## src/eth_tx_pkg.sv

```systemverilog
// shared types and constants of the ethernet transmit path, referenced by package::name
package eth_tx_pkg;

  // --------------------------------------------------------------------------
  // stream and pin types
  // --------------------------------------------------------------------------

  // one byte on the transmit stream
  // enable is a level, high for every byte of a frame
  typedef struct packed {
    logic [7:0] data;
    logic       enable;
  } eth_byte_t;

  // one half-word on the rgmii pins, tx_en above the data nibble
  typedef struct packed {
    logic       tx_en;
    logic [3:0] tx_data;
  } rgmii_pins_t;

  // --------------------------------------------------------------------------
  // framing constants
  // --------------------------------------------------------------------------

  // seven 0x55 bytes then the 0xd5 start delimiter, first byte in the top bits
  localparam logic [63:0] preamble_bytes = 64'h55555555555555D5;

  // preamble plus delimiter byte count
  localparam int preamble_len = 8;

  // reflected crc-32 polynomial, bits shift out lsb first
  localparam logic [31:0] crc_poly = 32'hEDB88320;

  // register preset at frame start
  // the fcs on the wire is the ones' complement of the final register
  localparam logic [31:0] crc_init = 32'hFFFFFFFF;

  // number of fcs bytes after the padded payload
  localparam int fcs_len = 4;

endpackage

```

## src/ddio_out.sv

```systemverilog
// behavioral double data rate output register, models the vendor ddio primitive in simulation
`timescale 1ns/1ps

module ddio_out #(
  parameter int width = 5
) (
  input  logic             clock,
  input  logic             reset,
  // shown while the clock is high, first half of the cycle
  input  logic [width-1:0] data_high_phase,
  // shown while the clock is low, second half of the cycle
  input  logic [width-1:0] data_low_phase,
  output logic [width-1:0] data_out
);

  logic [width-1:0] high_reg;
  logic [width-1:0] low_reg;

  // --------------------------------------------------------------------------
  // capture, both halves on the rising edge
  // --------------------------------------------------------------------------
  always_ff @(posedge clock) begin
    if (reset) begin
      high_reg <= '0;
      low_reg  <= '0;
    end else begin
      high_reg <= data_high_phase;
      low_reg  <= data_low_phase;
    end
  end

  // --------------------------------------------------------------------------
  // phase mux
  // --------------------------------------------------------------------------
  // high phase right after the edge, then low phase until the next edge
  // so one clock cycle carries both halves in that order
  assign data_out = clock ? high_reg : low_reg;

endmodule

```

## src/eth_fcs_append.sv

```systemverilog
// pads each transmit frame to the minimum length and appends the four crc-32 fcs bytes
`timescale 1ns/1ps

module eth_fcs_append #(
  parameter int min_frame_bytes = 60
) (
  input  logic                  clock,
  input  logic                  reset,
  input  eth_tx_pkg::eth_byte_t in_byte,
  output eth_tx_pkg::eth_byte_t out_byte,
  // high while pad or fcs bytes come out of this stage
  output logic                  padding
);

  // counter covers the pad limit and the fcs byte index
  localparam int count_max = (min_frame_bytes > eth_tx_pkg::fcs_len) ?
                             min_frame_bytes : eth_tx_pkg::fcs_len;
  localparam int count_w   = $clog2(count_max + 1);

  typedef enum logic [1:0] {
    st_data,
    st_pad,
    st_fcs
  } state_t;

  state_t             state;
  logic [count_w-1:0] count;
  logic [31:0]        crc;
  logic               pad_more;

  // --------------------------------------------------------------------------
  // crc-32, one byte per call, lsb first
  // --------------------------------------------------------------------------
  function automatic logic [31:0] crc_byte(input logic [31:0] crc_in, input logic [7:0] data);
    logic [31:0] c;
    c = crc_in ^ {24'h000000, data};
    for (int i = 0; i < 8; i++) begin
      c = c[0] ? ((c >> 1) ^ eth_tx_pkg::crc_poly) : (c >> 1);
    end
    return c;
  endfunction

  // still short of the minimum, count saturates here
  assign pad_more = count < count_w'(min_frame_bytes);
  assign padding  = state != st_data;

  // --------------------------------------------------------------------------
  // data, pad and fcs sequencing
  // --------------------------------------------------------------------------
  // out_byte is registered, one cycle behind in_byte
  // crc always covers the bytes already sent, so it is ready when fcs starts
  always_ff @(posedge clock) begin
    if (reset) begin
      state    <= st_data;
      count    <= '0;
      crc      <= eth_tx_pkg::crc_init;
      out_byte <= '0;
    end else begin
      case (state)
        st_data, st_pad: begin
          if (state == st_data && in_byte.enable) begin
            // payload byte, pass straight through
            out_byte <= '{data: in_byte.data, enable: 1'b1};
            crc      <= crc_byte(crc, in_byte.data);
            if (pad_more) begin
              count <= count + 1'b1;
            end
          end else if (state == st_pad || out_byte.enable) begin
            // frame tail, either another zero byte or the first fcs byte
            if (pad_more) begin
              state    <= st_pad;
              out_byte <= '{data: 8'h00, enable: 1'b1};
              crc      <= crc_byte(crc, 8'h00);
              count    <= count + 1'b1;
            end else begin
              state    <= st_fcs;
              out_byte <= '{data: ~crc[7:0], enable: 1'b1};
              crc      <= crc >> 8;
              count    <= count_w'(1);
            end
          end else begin
            // idle
            out_byte <= '0;
          end
        end
        st_fcs: begin
          if (count != count_w'(eth_tx_pkg::fcs_len)) begin
            out_byte <= '{data: ~crc[7:0], enable: 1'b1};
            crc      <= crc >> 8;
            count    <= count + 1'b1;
          end else begin
            // last fcs byte went out, drop enable and rearm
            state    <= st_data;
            out_byte <= '0;
            count    <= '0;
            crc      <= eth_tx_pkg::crc_init;
          end
        end
        default: state <= st_data;
      endcase
    end
  end

  // the source waits for busy low, so no new frame starts during pad or fcs
  no_start_while_padding: assert property (
    @(posedge clock) disable iff (reset) padding |-> !$rose(in_byte.enable)
  ) else $error("in_byte.enable rose while pad or fcs bytes were being sent");

endmodule

```

## src/eth_tx_top.sv

```systemverilog
// top of the gigabit ethernet transmit path, byte stream in, rgmii pins and busy level out
`timescale 1ns/1ps

module eth_tx_top #(
  // data plus pad bytes ahead of the fcs
  parameter int min_frame_bytes = 60,
  // idle byte times after each frame
  parameter int ifg_bytes       = 12
) (
  input  logic                    clock,
  input  logic                    reset,
  input  eth_tx_pkg::eth_byte_t   in_byte,
  // source may start a frame only while this is low
  output logic                    busy,
  output eth_tx_pkg::rgmii_pins_t rgmii
);

  // --------------------------------------------------------------------------
  // stages
  // --------------------------------------------------------------------------
  eth_tx_pkg::eth_byte_t fcs_byte;
  logic                  padding;
  logic                  active;

  // pad and fcs, one cycle of latency
  eth_fcs_append #(
    .min_frame_bytes(min_frame_bytes)
  ) fcs_append_inst (
    .clock   (clock),
    .reset   (reset),
    .in_byte (in_byte),
    .out_byte(fcs_byte),
    .padding (padding)
  );

  // preamble, gap and ddr pins, eight cycles from byte to pins
  rgmii_send #(
    .ifg_bytes(ifg_bytes)
  ) rgmii_send_inst (
    .clock  (clock),
    .reset  (reset),
    .tx_byte(fcs_byte),
    .active (active),
    .rgmii  (rgmii)
  );

  // active covers send and gap, padding covers the tail of the fcs stage
  assign busy = padding | active;

endmodule

```

## src/rgmii_send.sv

```systemverilog
// rgmii transmit side, adds preamble and delimiter, enforces the inter-frame gap, drives ddr pins
`timescale 1ns/1ps

module rgmii_send #(
  parameter int ifg_bytes = 12
) (
  input  logic                    clock,
  input  logic                    reset,
  input  eth_tx_pkg::eth_byte_t   tx_byte,
  // high from the first byte in until the gap has passed
  output logic                    active,
  output eth_tx_pkg::rgmii_pins_t rgmii
);

  localparam int hi_bit    = 8 * eth_tx_pkg::preamble_len - 1;
  localparam int count_max = (ifg_bytes > eth_tx_pkg::preamble_len) ?
                             ifg_bytes : eth_tx_pkg::preamble_len;
  localparam int count_w   = $clog2(count_max + 1);

  typedef enum logic [1:0] {
    st_idle,
    st_send,
    st_gap
  } state_t;

  state_t                  state;
  logic [hi_bit:0]         shift_reg;
  logic [count_w-1:0]      bytes_left;
  logic                    sending;
  eth_tx_pkg::rgmii_pins_t first_half;
  eth_tx_pkg::rgmii_pins_t second_half;

  // --------------------------------------------------------------------------
  // shift register
  // --------------------------------------------------------------------------
  // idle: holds the preamble, so the first frame cycle already sends 0x55
  // sending: frame bytes enter at the bottom, oldest byte leaves at the top
  always_ff @(posedge clock) begin
    if (sending) begin
      shift_reg <= {shift_reg[hi_bit-8:0], tx_byte.data};
    end else begin
      shift_reg <= eth_tx_pkg::preamble_bytes;
    end
  end

  // --------------------------------------------------------------------------
  // state machine
  // --------------------------------------------------------------------------
  // enable counts at once, so the first byte is not lost to the idle cycle
  assign sending = tx_byte.enable | (state == st_send);
  assign active  = sending | (state == st_gap);

  always_ff @(posedge clock) begin
    if (reset) begin
      state      <= st_idle;
      bytes_left <= '0;
    end else begin
      case (state)
        st_idle: begin
          // first frame byte arriving
          if (tx_byte.enable) begin
            state      <= st_send;
            bytes_left <= count_w'(eth_tx_pkg::preamble_len - 1);
          end
        end
        st_send: begin
          if (tx_byte.enable) begin
            // rearm the purge count on every frame byte
            bytes_left <= count_w'(eth_tx_pkg::preamble_len - 1);
          end else if (bytes_left != '0) begin
            // empty what is left in the shift register
            bytes_left <= bytes_left - 1'b1;
          end else begin
            // last byte is on its way out, start the gap
            bytes_left <= count_w'(ifg_bytes);
            state      <= st_gap;
          end
        end
        st_gap: begin
          if (bytes_left != '0) begin
            bytes_left <= bytes_left - 1'b1;
          end else begin
            state <= st_idle;
          end
        end
        default: state <= st_idle;
      endcase
    end
  end

  // --------------------------------------------------------------------------
  // ddr output
  // --------------------------------------------------------------------------
  // low nibble of the oldest byte first, then its high nibble
  assign first_half  = '{tx_en: sending, tx_data: shift_reg[hi_bit-4 -: 4]};
  assign second_half = '{tx_en: sending, tx_data: shift_reg[hi_bit -: 4]};

  ddio_out #(
    .width($bits(eth_tx_pkg::rgmii_pins_t))
  ) ddio_out_inst (
    .clock          (clock),
    .reset          (reset),
    .data_high_phase(first_half),
    .data_low_phase (second_half),
    .data_out       (rgmii)
  );

  // upstream holds the next frame until active drops
  no_start_in_gap: assert property (
    @(posedge clock) disable iff (reset) (state == st_gap) |-> !$rose(tx_byte.enable)
  ) else $error("tx_byte.enable rose during the inter-frame gap");

  // the gap count is the largest load, purge count must fit below it
  gap_count_bound: assert property (
    @(posedge clock) disable iff (reset) bytes_left <= count_w'(ifg_bytes)
  ) else $error("bytes_left above ifg_bytes");

endmodule

```

## config.mk

```make
export PLATFORM = sky130hd
export DESIGN_NAME = eth_tx_top
export DESIGN_NICKNAME = d
export VERILOG_FILES = /design/src/eth_tx_pkg.sv /design/src/ddio_out.sv /design/src/eth_fcs_append.sv /design/src/eth_tx_top.sv /design/src/rgmii_send.sv
export SDC_FILE = /design/constraint.sdc
export NUM_CORES = 1
export LEC_CHECK = 0
export ABC_AREA = 1
export BUFFER_PORTS_ARGS = -buffer_cell sky130_fd_sc_hd__buf_2
export CAP_MARGIN = 30
export CORE_MARGIN = 2
export CORE_UTILIZATION = 44
export CTS_CLUSTER_DIAMETER = 50
export DETAILED_ROUTE_END_ITERATION = 16
export PLACE_DENSITY = 0.67
export SLEW_MARGIN = 0
export SYNTH_ARGS = -nofsm -noshare
export SYNTH_HDL_FRONTEND = slang
export SYNTH_HIERARCHICAL = 1
export SYNTH_SLANG_ARGS = --single-unit
```

## constraint.sdc

```tcl
create_clock -name clock -period 2.3 [get_ports clock]
set_input_delay 0.115 -clock clock [delete_from_list [all_inputs] [get_ports clock]]
set_output_delay 0.115 -clock clock [all_outputs]
set_load 0.03 [all_outputs]
```

==> reports/metrics.csv, run 1 <==
stage,metric,value,unit
global_route,gr-total-overflow,0,
cells_and_area,drive_gt1_share,14.26,%
sta,setup_violations,0,
logic_synthesis,syn_avg_cell_area,6.748,µm²
sta,fin_skew,0.008702,ns
global_route,antenna_found_initial,0,
route,drc_errors,0,
floorplanning,initial_core_util,45.29,%
global_route,grt_use_met2,37.27,%
worst_setup_path,end_kind,flop,
floorplanning,die_x,132.1,µm
global_route,grt_first_pass_wirelength,32530,µm
cells_and_area,fin_cells,1338,
worst_setup_path,critPathRequiredTime,2.74,ns
sta,period_minus_slack,2.136,ns
run_status,outcome,completed,
logic_synthesis,synth_edf_count,0,
logic_synthesis,synth_cell_type_count,42,
worst_setup_path,cpMostUsedCell,nand2_1,
global_route,grt_max_degree,66,
route,dr.pass1.iters,7,
sta,fmax,468.1,MHz
global_route,grt_pass1_vias,6516,
logic_synthesis,yosys_warnings,6,
worst_setup_path,crit_path_top_delay_cell,dfxtp_1,
route,ant_nets,0,
floorplanning,io_pins,17,
global_route,track_usage,23.69,%
logic_synthesis,syn_nets,1088,
worst_setup_path,cpPeakStageDelay,0.59,ns
logic_synthesis,netlist_instances,1070,
cts,cts_tree,done,
worst_setup_path,cpLargestDelayFamily,simple AND/OR/NAND/NOR gates,
power_and_ir_drop,ir_drop,777.9,µV
cells_and_area,utilization,52.39,%
power_and_ir_drop,p_leak,4.044,nW
route,vias_per_cell,5.075,
logic_synthesis,async_flop_share,0,%
route,detail_route.wl_per_cell,14.80,µm
global_route,grtUsageMet3,5.844,%
logic_synthesis,netlist_area,0.007221,mm²
cells_and_area,layout_commonest_cell,nand2_1,
sta,fin_setup_tns,0,ns
sta,tightest_slew,0.9849,ns
min_path,hold_depth,4,
cts,cts_resized,0,
floorplanning,rows,46,
placement,post_dp_cell_area,0.007605,mm²
route,vias,6790,
global_route,grt-busiest-layer,met2,
placement,gp_congestion,0.9709,
sta,final-max-slew-violation-count,0,
logic_synthesis,yosysSeqAreaShare,35.77,%
worst_setup_path,path_cells,"inv_2, nand2_1, nand2_1, nand2_1, nand2_2, nand2_1, nand2_1, or2_1, nand3_1, nand2_1, nand2_1, nand2_1",
cells_and_area,fillCellCount,1574,
power_and_ir_drop,p_total,10.21,mW
logic_synthesis,ys_seq_elements,129,
floorplanning,fp.dieH,132.1,µm
placement,dp_hpwl,13740,µm
cts,clk_pin_slew_worst_paths,0.07,ns
sta,maxSlewHeadroom,34.27,%
cells_and_area,mostFrequentLayoutCells,"nand2_1, inv_1, dfxtp_1, nor2_1, nand3_1",
global_route,grtUsageMet1,28.73,%
worst_setup_path,cp-start-kind,flop,
min_path,hold_class,input port to flop,
cts,post-cts-setup-buffers,0,
cells_and_area,nets,1126,
placement,place_inst,1295,
worst_setup_path,critPathMaxFanout,8,
cells_and_area,antenna_cells,0,
cts,clkLatencyLatePin,0.54,ns
worst_setup_path,path_depth,12,
worst_setup_path,critPathKind,flop to flop,
floorplanning,die_area,0.01745,mm²
route,routed_wl,19800,µm
worst_setup_path,reg2reg_depth,12,
route,dr.first_iter.drc_count,473,
sta,hold_viol,0,
cells_and_area,largest_reg_flops,64,
worst_setup_path,cp.arrival,2.57,ns
run,maxCapViolations,0,
floorplanning,core,0.01594,mm²
power_and_ir_drop,p_per_area,1222,mW/mm²
placement,portBuffers,16,
worst_setup_path,path_buf_inv,1,
sta,grt_setup_unrepaired,false,
sta,finalCritPeriodShare,92.87,%
cells_and_area,final_area,0.008353,mm²
cells_and_area,areaGrowthSynthToFinish,15.68,%
logic_synthesis,synth_flop_cell,dfxtp_1,
## metrics by stage
| step | hold WS [ns] | setup slack (ns) |
|---|---|---|
| after CTS | 0.02858 | 0.1627 |
| after global placement | 0.3665 | 0.2201 |
| after detailed placement | 0.3665 | 0.2187 |
| after global routing | 0.07506 | 0.04290 |
| final | 0.03741 | 0.1639 |
| after floorplan | 0.1774 | 0.7210 |
## path summary, 6_finish.rpt
| check | slack [ns] | start | to |
|---|---|---|---|
| max reg2reg | 0.16 | fcs_append_inst/crc[2] | fcs_append_inst/crc[22] |
| min | 0.04 | in_byte[0] | fcs_append_inst/state[0] |
| min reg2reg | 0.40 | rgmii_send_inst/shift_reg[58] | rgmii_send_inst/ddio_out_inst/high_reg[2] |
| max | 0.16 | fcs_append_inst/crc[2] | fcs_append_inst/crc[22] |
## logic make-up after synthesis
family | share of synthesized area, %
AND/OR/NAND/NOR | 30.50
adder cells (fa/ha/maj) | 1.213
AO/OA/AOI/OAI | 12.86
flip-flops | 35.77
XOR/XNOR | 8.352
buffers and inverters | 11.32
## cell usage after synthesis (all sizes together), types with 7 or more instances
library cell  number  share of area (%)
nor2              79                4.3
inv              155                8.1
o21ai             62                4.3
a31oi              8               0.69
nand2            320                 17
xor2              42                5.5
dfxtp            129                 36
o22ai              9               0.78
o21bai             7               0.73
a21oi             57                4.2
buf               26                2.5
nand3             67                4.6
o211ai            16                1.7
or2               35                3.0
clkbuf            14               0.73
ha                 7                1.2
xnor2             17                2.8
## metal layers
metal,vias up,wire (µm)
met5,-,0
met4,0,928
met3,72,1429
met2,262,8921
met1,3034,8517
li1,3422,-
## report_power, final
group | leakage (nW) | total (mW) | internal (mW) | switching, mW
clock network | 0.444 | 3.34 | 1.92 | 1.42
registers | 1.06 | 2.92 | 2.60 | 0.322
logic | 2.54 | 3.94 | 1.45 | 2.49
## timing repair
action / 4_1_cts / 5_1_grt
hold buffers: 2 / 0
setup endpoints to repair: 0 / 0
endpoints found under the hold margin: 11 / 0
## layout make-up
cell class,instances,area (µm²),share of cell area (%)
flip-flops and latches,129,2582,30.92
clock inverters,20,181.4,2.172
multi-input cells,745,3826,45.81
repair buffers,46,335.3,4.014
clock buffers,27,575.6,6.890
well taps,216,270.3,3.235
inverters,155,581.8,6.965
## worst register-to-register path, stage by stage (launching register included)
cell and delay, ns:
dfxtp_1 0.59, inv_2 0.14, nand2_1 0.08, nand2_1 0.20, nand2_1 0.21, nand2_2 0.15
nand2_1 0.09, nand2_1 0.10, or2_1 0.22, nand3_1 0.06, nand2_1 0.06, nand2_1 0.09
nand2_1 0.05
Note: power is estimated with default switching activity, not from simulation.
==> run 2, diff against run 1 <==
- CORE_UTILIZATION: 44 -> 50
- PLACE_DENSITY: 0.67 -> 0.74
==> reports/metrics.csv, run 2 (synthesis results as in run 1) <==
stage,metric,value,unit,change
run_status,outcome,completed,,unchanged
cells_and_area,mostFrequentLayoutCells,"nand2_1, inv_1, dfxtp_1, nor2_1, nand3_1",,unchanged
floorplanning,fp.dieH,124.2,µm,was 132.1 µm
floorplanning,io_pins,17,,unchanged
worst_setup_path,critPathKind,flop to flop,,unchanged
worst_setup_path,regToRegStartpoint,fcs_append_inst/crc[2],,unchanged
floorplanning,die_x,124.2,µm,was 132.1 µm
worst_setup_path,cp-start-kind,flop,,unchanged
floorplanning,initial_core_util,51.62,%,was 45.29%
worst_setup_path,startpoint,fcs_append_inst/crc[2],,unchanged
global_route,track_usage,26.91,%,was 23.69%
route,dr.first_iter.drc_count,642,,was 473
sta,fin_setup_tns,0,ns,unchanged
placement,gp_congestion,1.012,,was 0.9709
worst_setup_path,endpoint,fcs_append_inst/crc[19],,was fcs_append_inst/crc[22]
worst_setup_path,end_kind,flop,,unchanged
route,routed_wl,19720,µm,was 19800 µm
min_path,hold_class,input port to flop,,unchanged
sta,tightest_slew,0.6389,ns,was 0.9849 ns
cts,cts_tree,done,,unchanged
worst_setup_path,cp.arrival,2.58,ns,was 2.57 ns
cells_and_area,final_area,0.008307,mm²,was 0.008353 mm²
cells_and_area,drive_gt1_share,14.04,%,was 14.26%
global_route,grt_pass1_vias,6372,,was 6516
sta,finalCritPeriodShare,94.00,%,was 92.87%
route,dr.pass1.iters,7,,unchanged
cells_and_area,utilization,59.38,%,was 52.39%
floorplanning,core,0.01399,mm²,was 0.01594 mm²
sta,final-max-slew-violation-count,0,,unchanged
cts,ctsHoldBuffers,1,,was 2
global_route,antenna_found_initial,0,,unchanged
cells_and_area,nets,1122,,was 1126
run,maxCapViolations,0,,unchanged
floorplanning,rows,43,,was 46
sta,fin_skew,0.008572,ns,was 0.008702 ns
worst_setup_path,critPathMaxFanout,8,,unchanged
placement,portBuffers,16,,unchanged
global_route,grt_max_degree,66,,unchanged
sta,fmax,462.5,MHz,was 468.1 MHz
route,drc_errors,0,,unchanged
cells_and_area,areaGrowthSynthToFinish,15.04,%,was 15.68%
route,vias,6902,,was 6790
power_and_ir_drop,p_per_area,1251,mW/mm²,was 1222 mW/mm²
route,ant_nets,0,,unchanged
global_route,gr-total-overflow,0,,unchanged
worst_setup_path,reg2reg_slack,0.14,ns,was 0.16 ns
placement,post_dp_cell_area,0.007537,mm²,was 0.007605 mm²
sta,grt_setup_unrepaired,false,,unchanged
power_and_ir_drop,p_leak,4.042,nW,was 4.044 nW
cts,post-cts-setup-buffers,0,,unchanged
cts,clk_pin_slew_worst_paths,0.06,ns,was 0.07 ns
sta,setup_violations,0,,unchanged
global_route,grt_first_pass_wirelength,31170,µm,was 32530 µm
sta,hold_viol,0,,unchanged
sta,maxSlewHeadroom,57.41,%,was 34.27%
cells_and_area,largest_reg_flops,64,,unchanged
cells_and_area,layout_commonest_cell,nand2_1,,unchanged
route,vias_per_cell,5.317,,was 5.075
cts,clkLatencyLatePin,0.53,ns,was 0.54 ns
cts,cts_resized,0,,unchanged
sta,period_minus_slack,2.162,ns,was 2.136 ns
power_and_ir_drop,ir_drop,736.4,µV,was 777.9 µV
route,detail_route.wl_per_cell,15.20,µm,was 14.80 µm
cells_and_area,antenna_cells,0,,unchanged
worst_setup_path,critPathRequiredTime,2.72,ns,was 2.74 ns
worst_setup_path,r2r_end,fcs_append_inst/crc[19],,was fcs_append_inst/crc[22]
floorplanning,die_area,0.01542,mm²,was 0.01745 mm²
placement,dp_hpwl,13350,µm,was 13740 µm
worst_setup_path,reg2reg_depth,13,,was 12
[run 2: cell types whose count changed in the layout (fill, tap and decap cells not counted)]
cell | before | now
buf_4 | 32 | 29
clkinv_4 | 3 | 4
clkinv_2 | 0 | 1
inv_6 | 5 | 3
inv_2 | 18 | 17
bufinv_16 | 0 | 2
inv_8 | 2 | 3
dlygate4sd3_1 | 2 | 1
clkinv_8 | 3 | 1
[run 2: per-stage QoR]
stage	power (mW)	hold WS [ns]	setup slack [ns]	std cells
2_1_floorplan	6.054	0.1774	0.7210	1070
3_3_place_gp	6.956	0.3665	0.2779	1256
6_report	10.39	0.04196	0.1380	1298
5_1_grt	11.09	0.06785	0.03404	1298
4_1_cts	10.38	0.03012	0.1449	1298
3_5_place_dp	6.998	0.3665	0.2724	1256
[run 2: area by class of cell]
type	count	area (µm²)
clock buffer	27	575.6
clock inverter	20	212.7
fill	1293	5682
inverter	155	581.8
multi-input combinational	745	3826
sequential	129	2582
tap	180	225.2
timing repair buffer	42	302.8
[run 2: routing by layer]
metal | vias to the layer above | GRT usage, % | wire length (µm)
met1 | 3089 | 32.77 | 8208
met4 | 0 | 16.92 | 1033
met2 | 303 | 41.80 | 8801
li1 | 3419 | - | -
met3 | 91 | 7.555 | 1681
met5 | - | 0 | 0
[run 2: worst max-delay path, stage by stage, from the launching register on]
cell	delay (ns)
dfxtp_1	0.55
inv_2	0.15
nand2_1	0.08
nand2_1	0.17
nand2_1	0.21
nand2_2	0.14
nand2_1	0.09
nand2_1	0.17
nand2_1	0.15
nand3_1	0.09
nand3_1	0.10
nand2_1	0.06
nand2_1	0.06
nand2_1	0.04
[run 2: how the worst min path moves through the flow]
| stage | start | to | slack, ns | cells past startpoint |
|---|---|---|---|---|
| after floorplan | reset | rgmii_send_inst/bytes_left[3] | 0.18 | 1 |
| after global placement | clock | rgmii[4] | 0.37 | 3 |
| after detailed placement | clock | rgmii[4] | 0.37 | 3 |
| after CTS | in_byte[6] | fcs_append_inst/out_byte[6] | 0.03 | 5 |
| after global routing | in_byte[6] | fcs_append_inst/out_byte[6] | 0.07 | 5 |
| final | in_byte[6] | fcs_append_inst/out_byte[6] | 0.04 | 5 |
[run 2: where the power goes]
| part | internal, mW | leakage (nW) | total, mW | switching (mW) |
|---|---|---|---|---|
| clock | 2.13 | 0.459 | 3.49 | 1.36 |
| sequential | 2.60 | 1.06 | 2.93 | 0.323 |
| combinational | 1.45 | 2.52 | 3.98 | 2.53 |
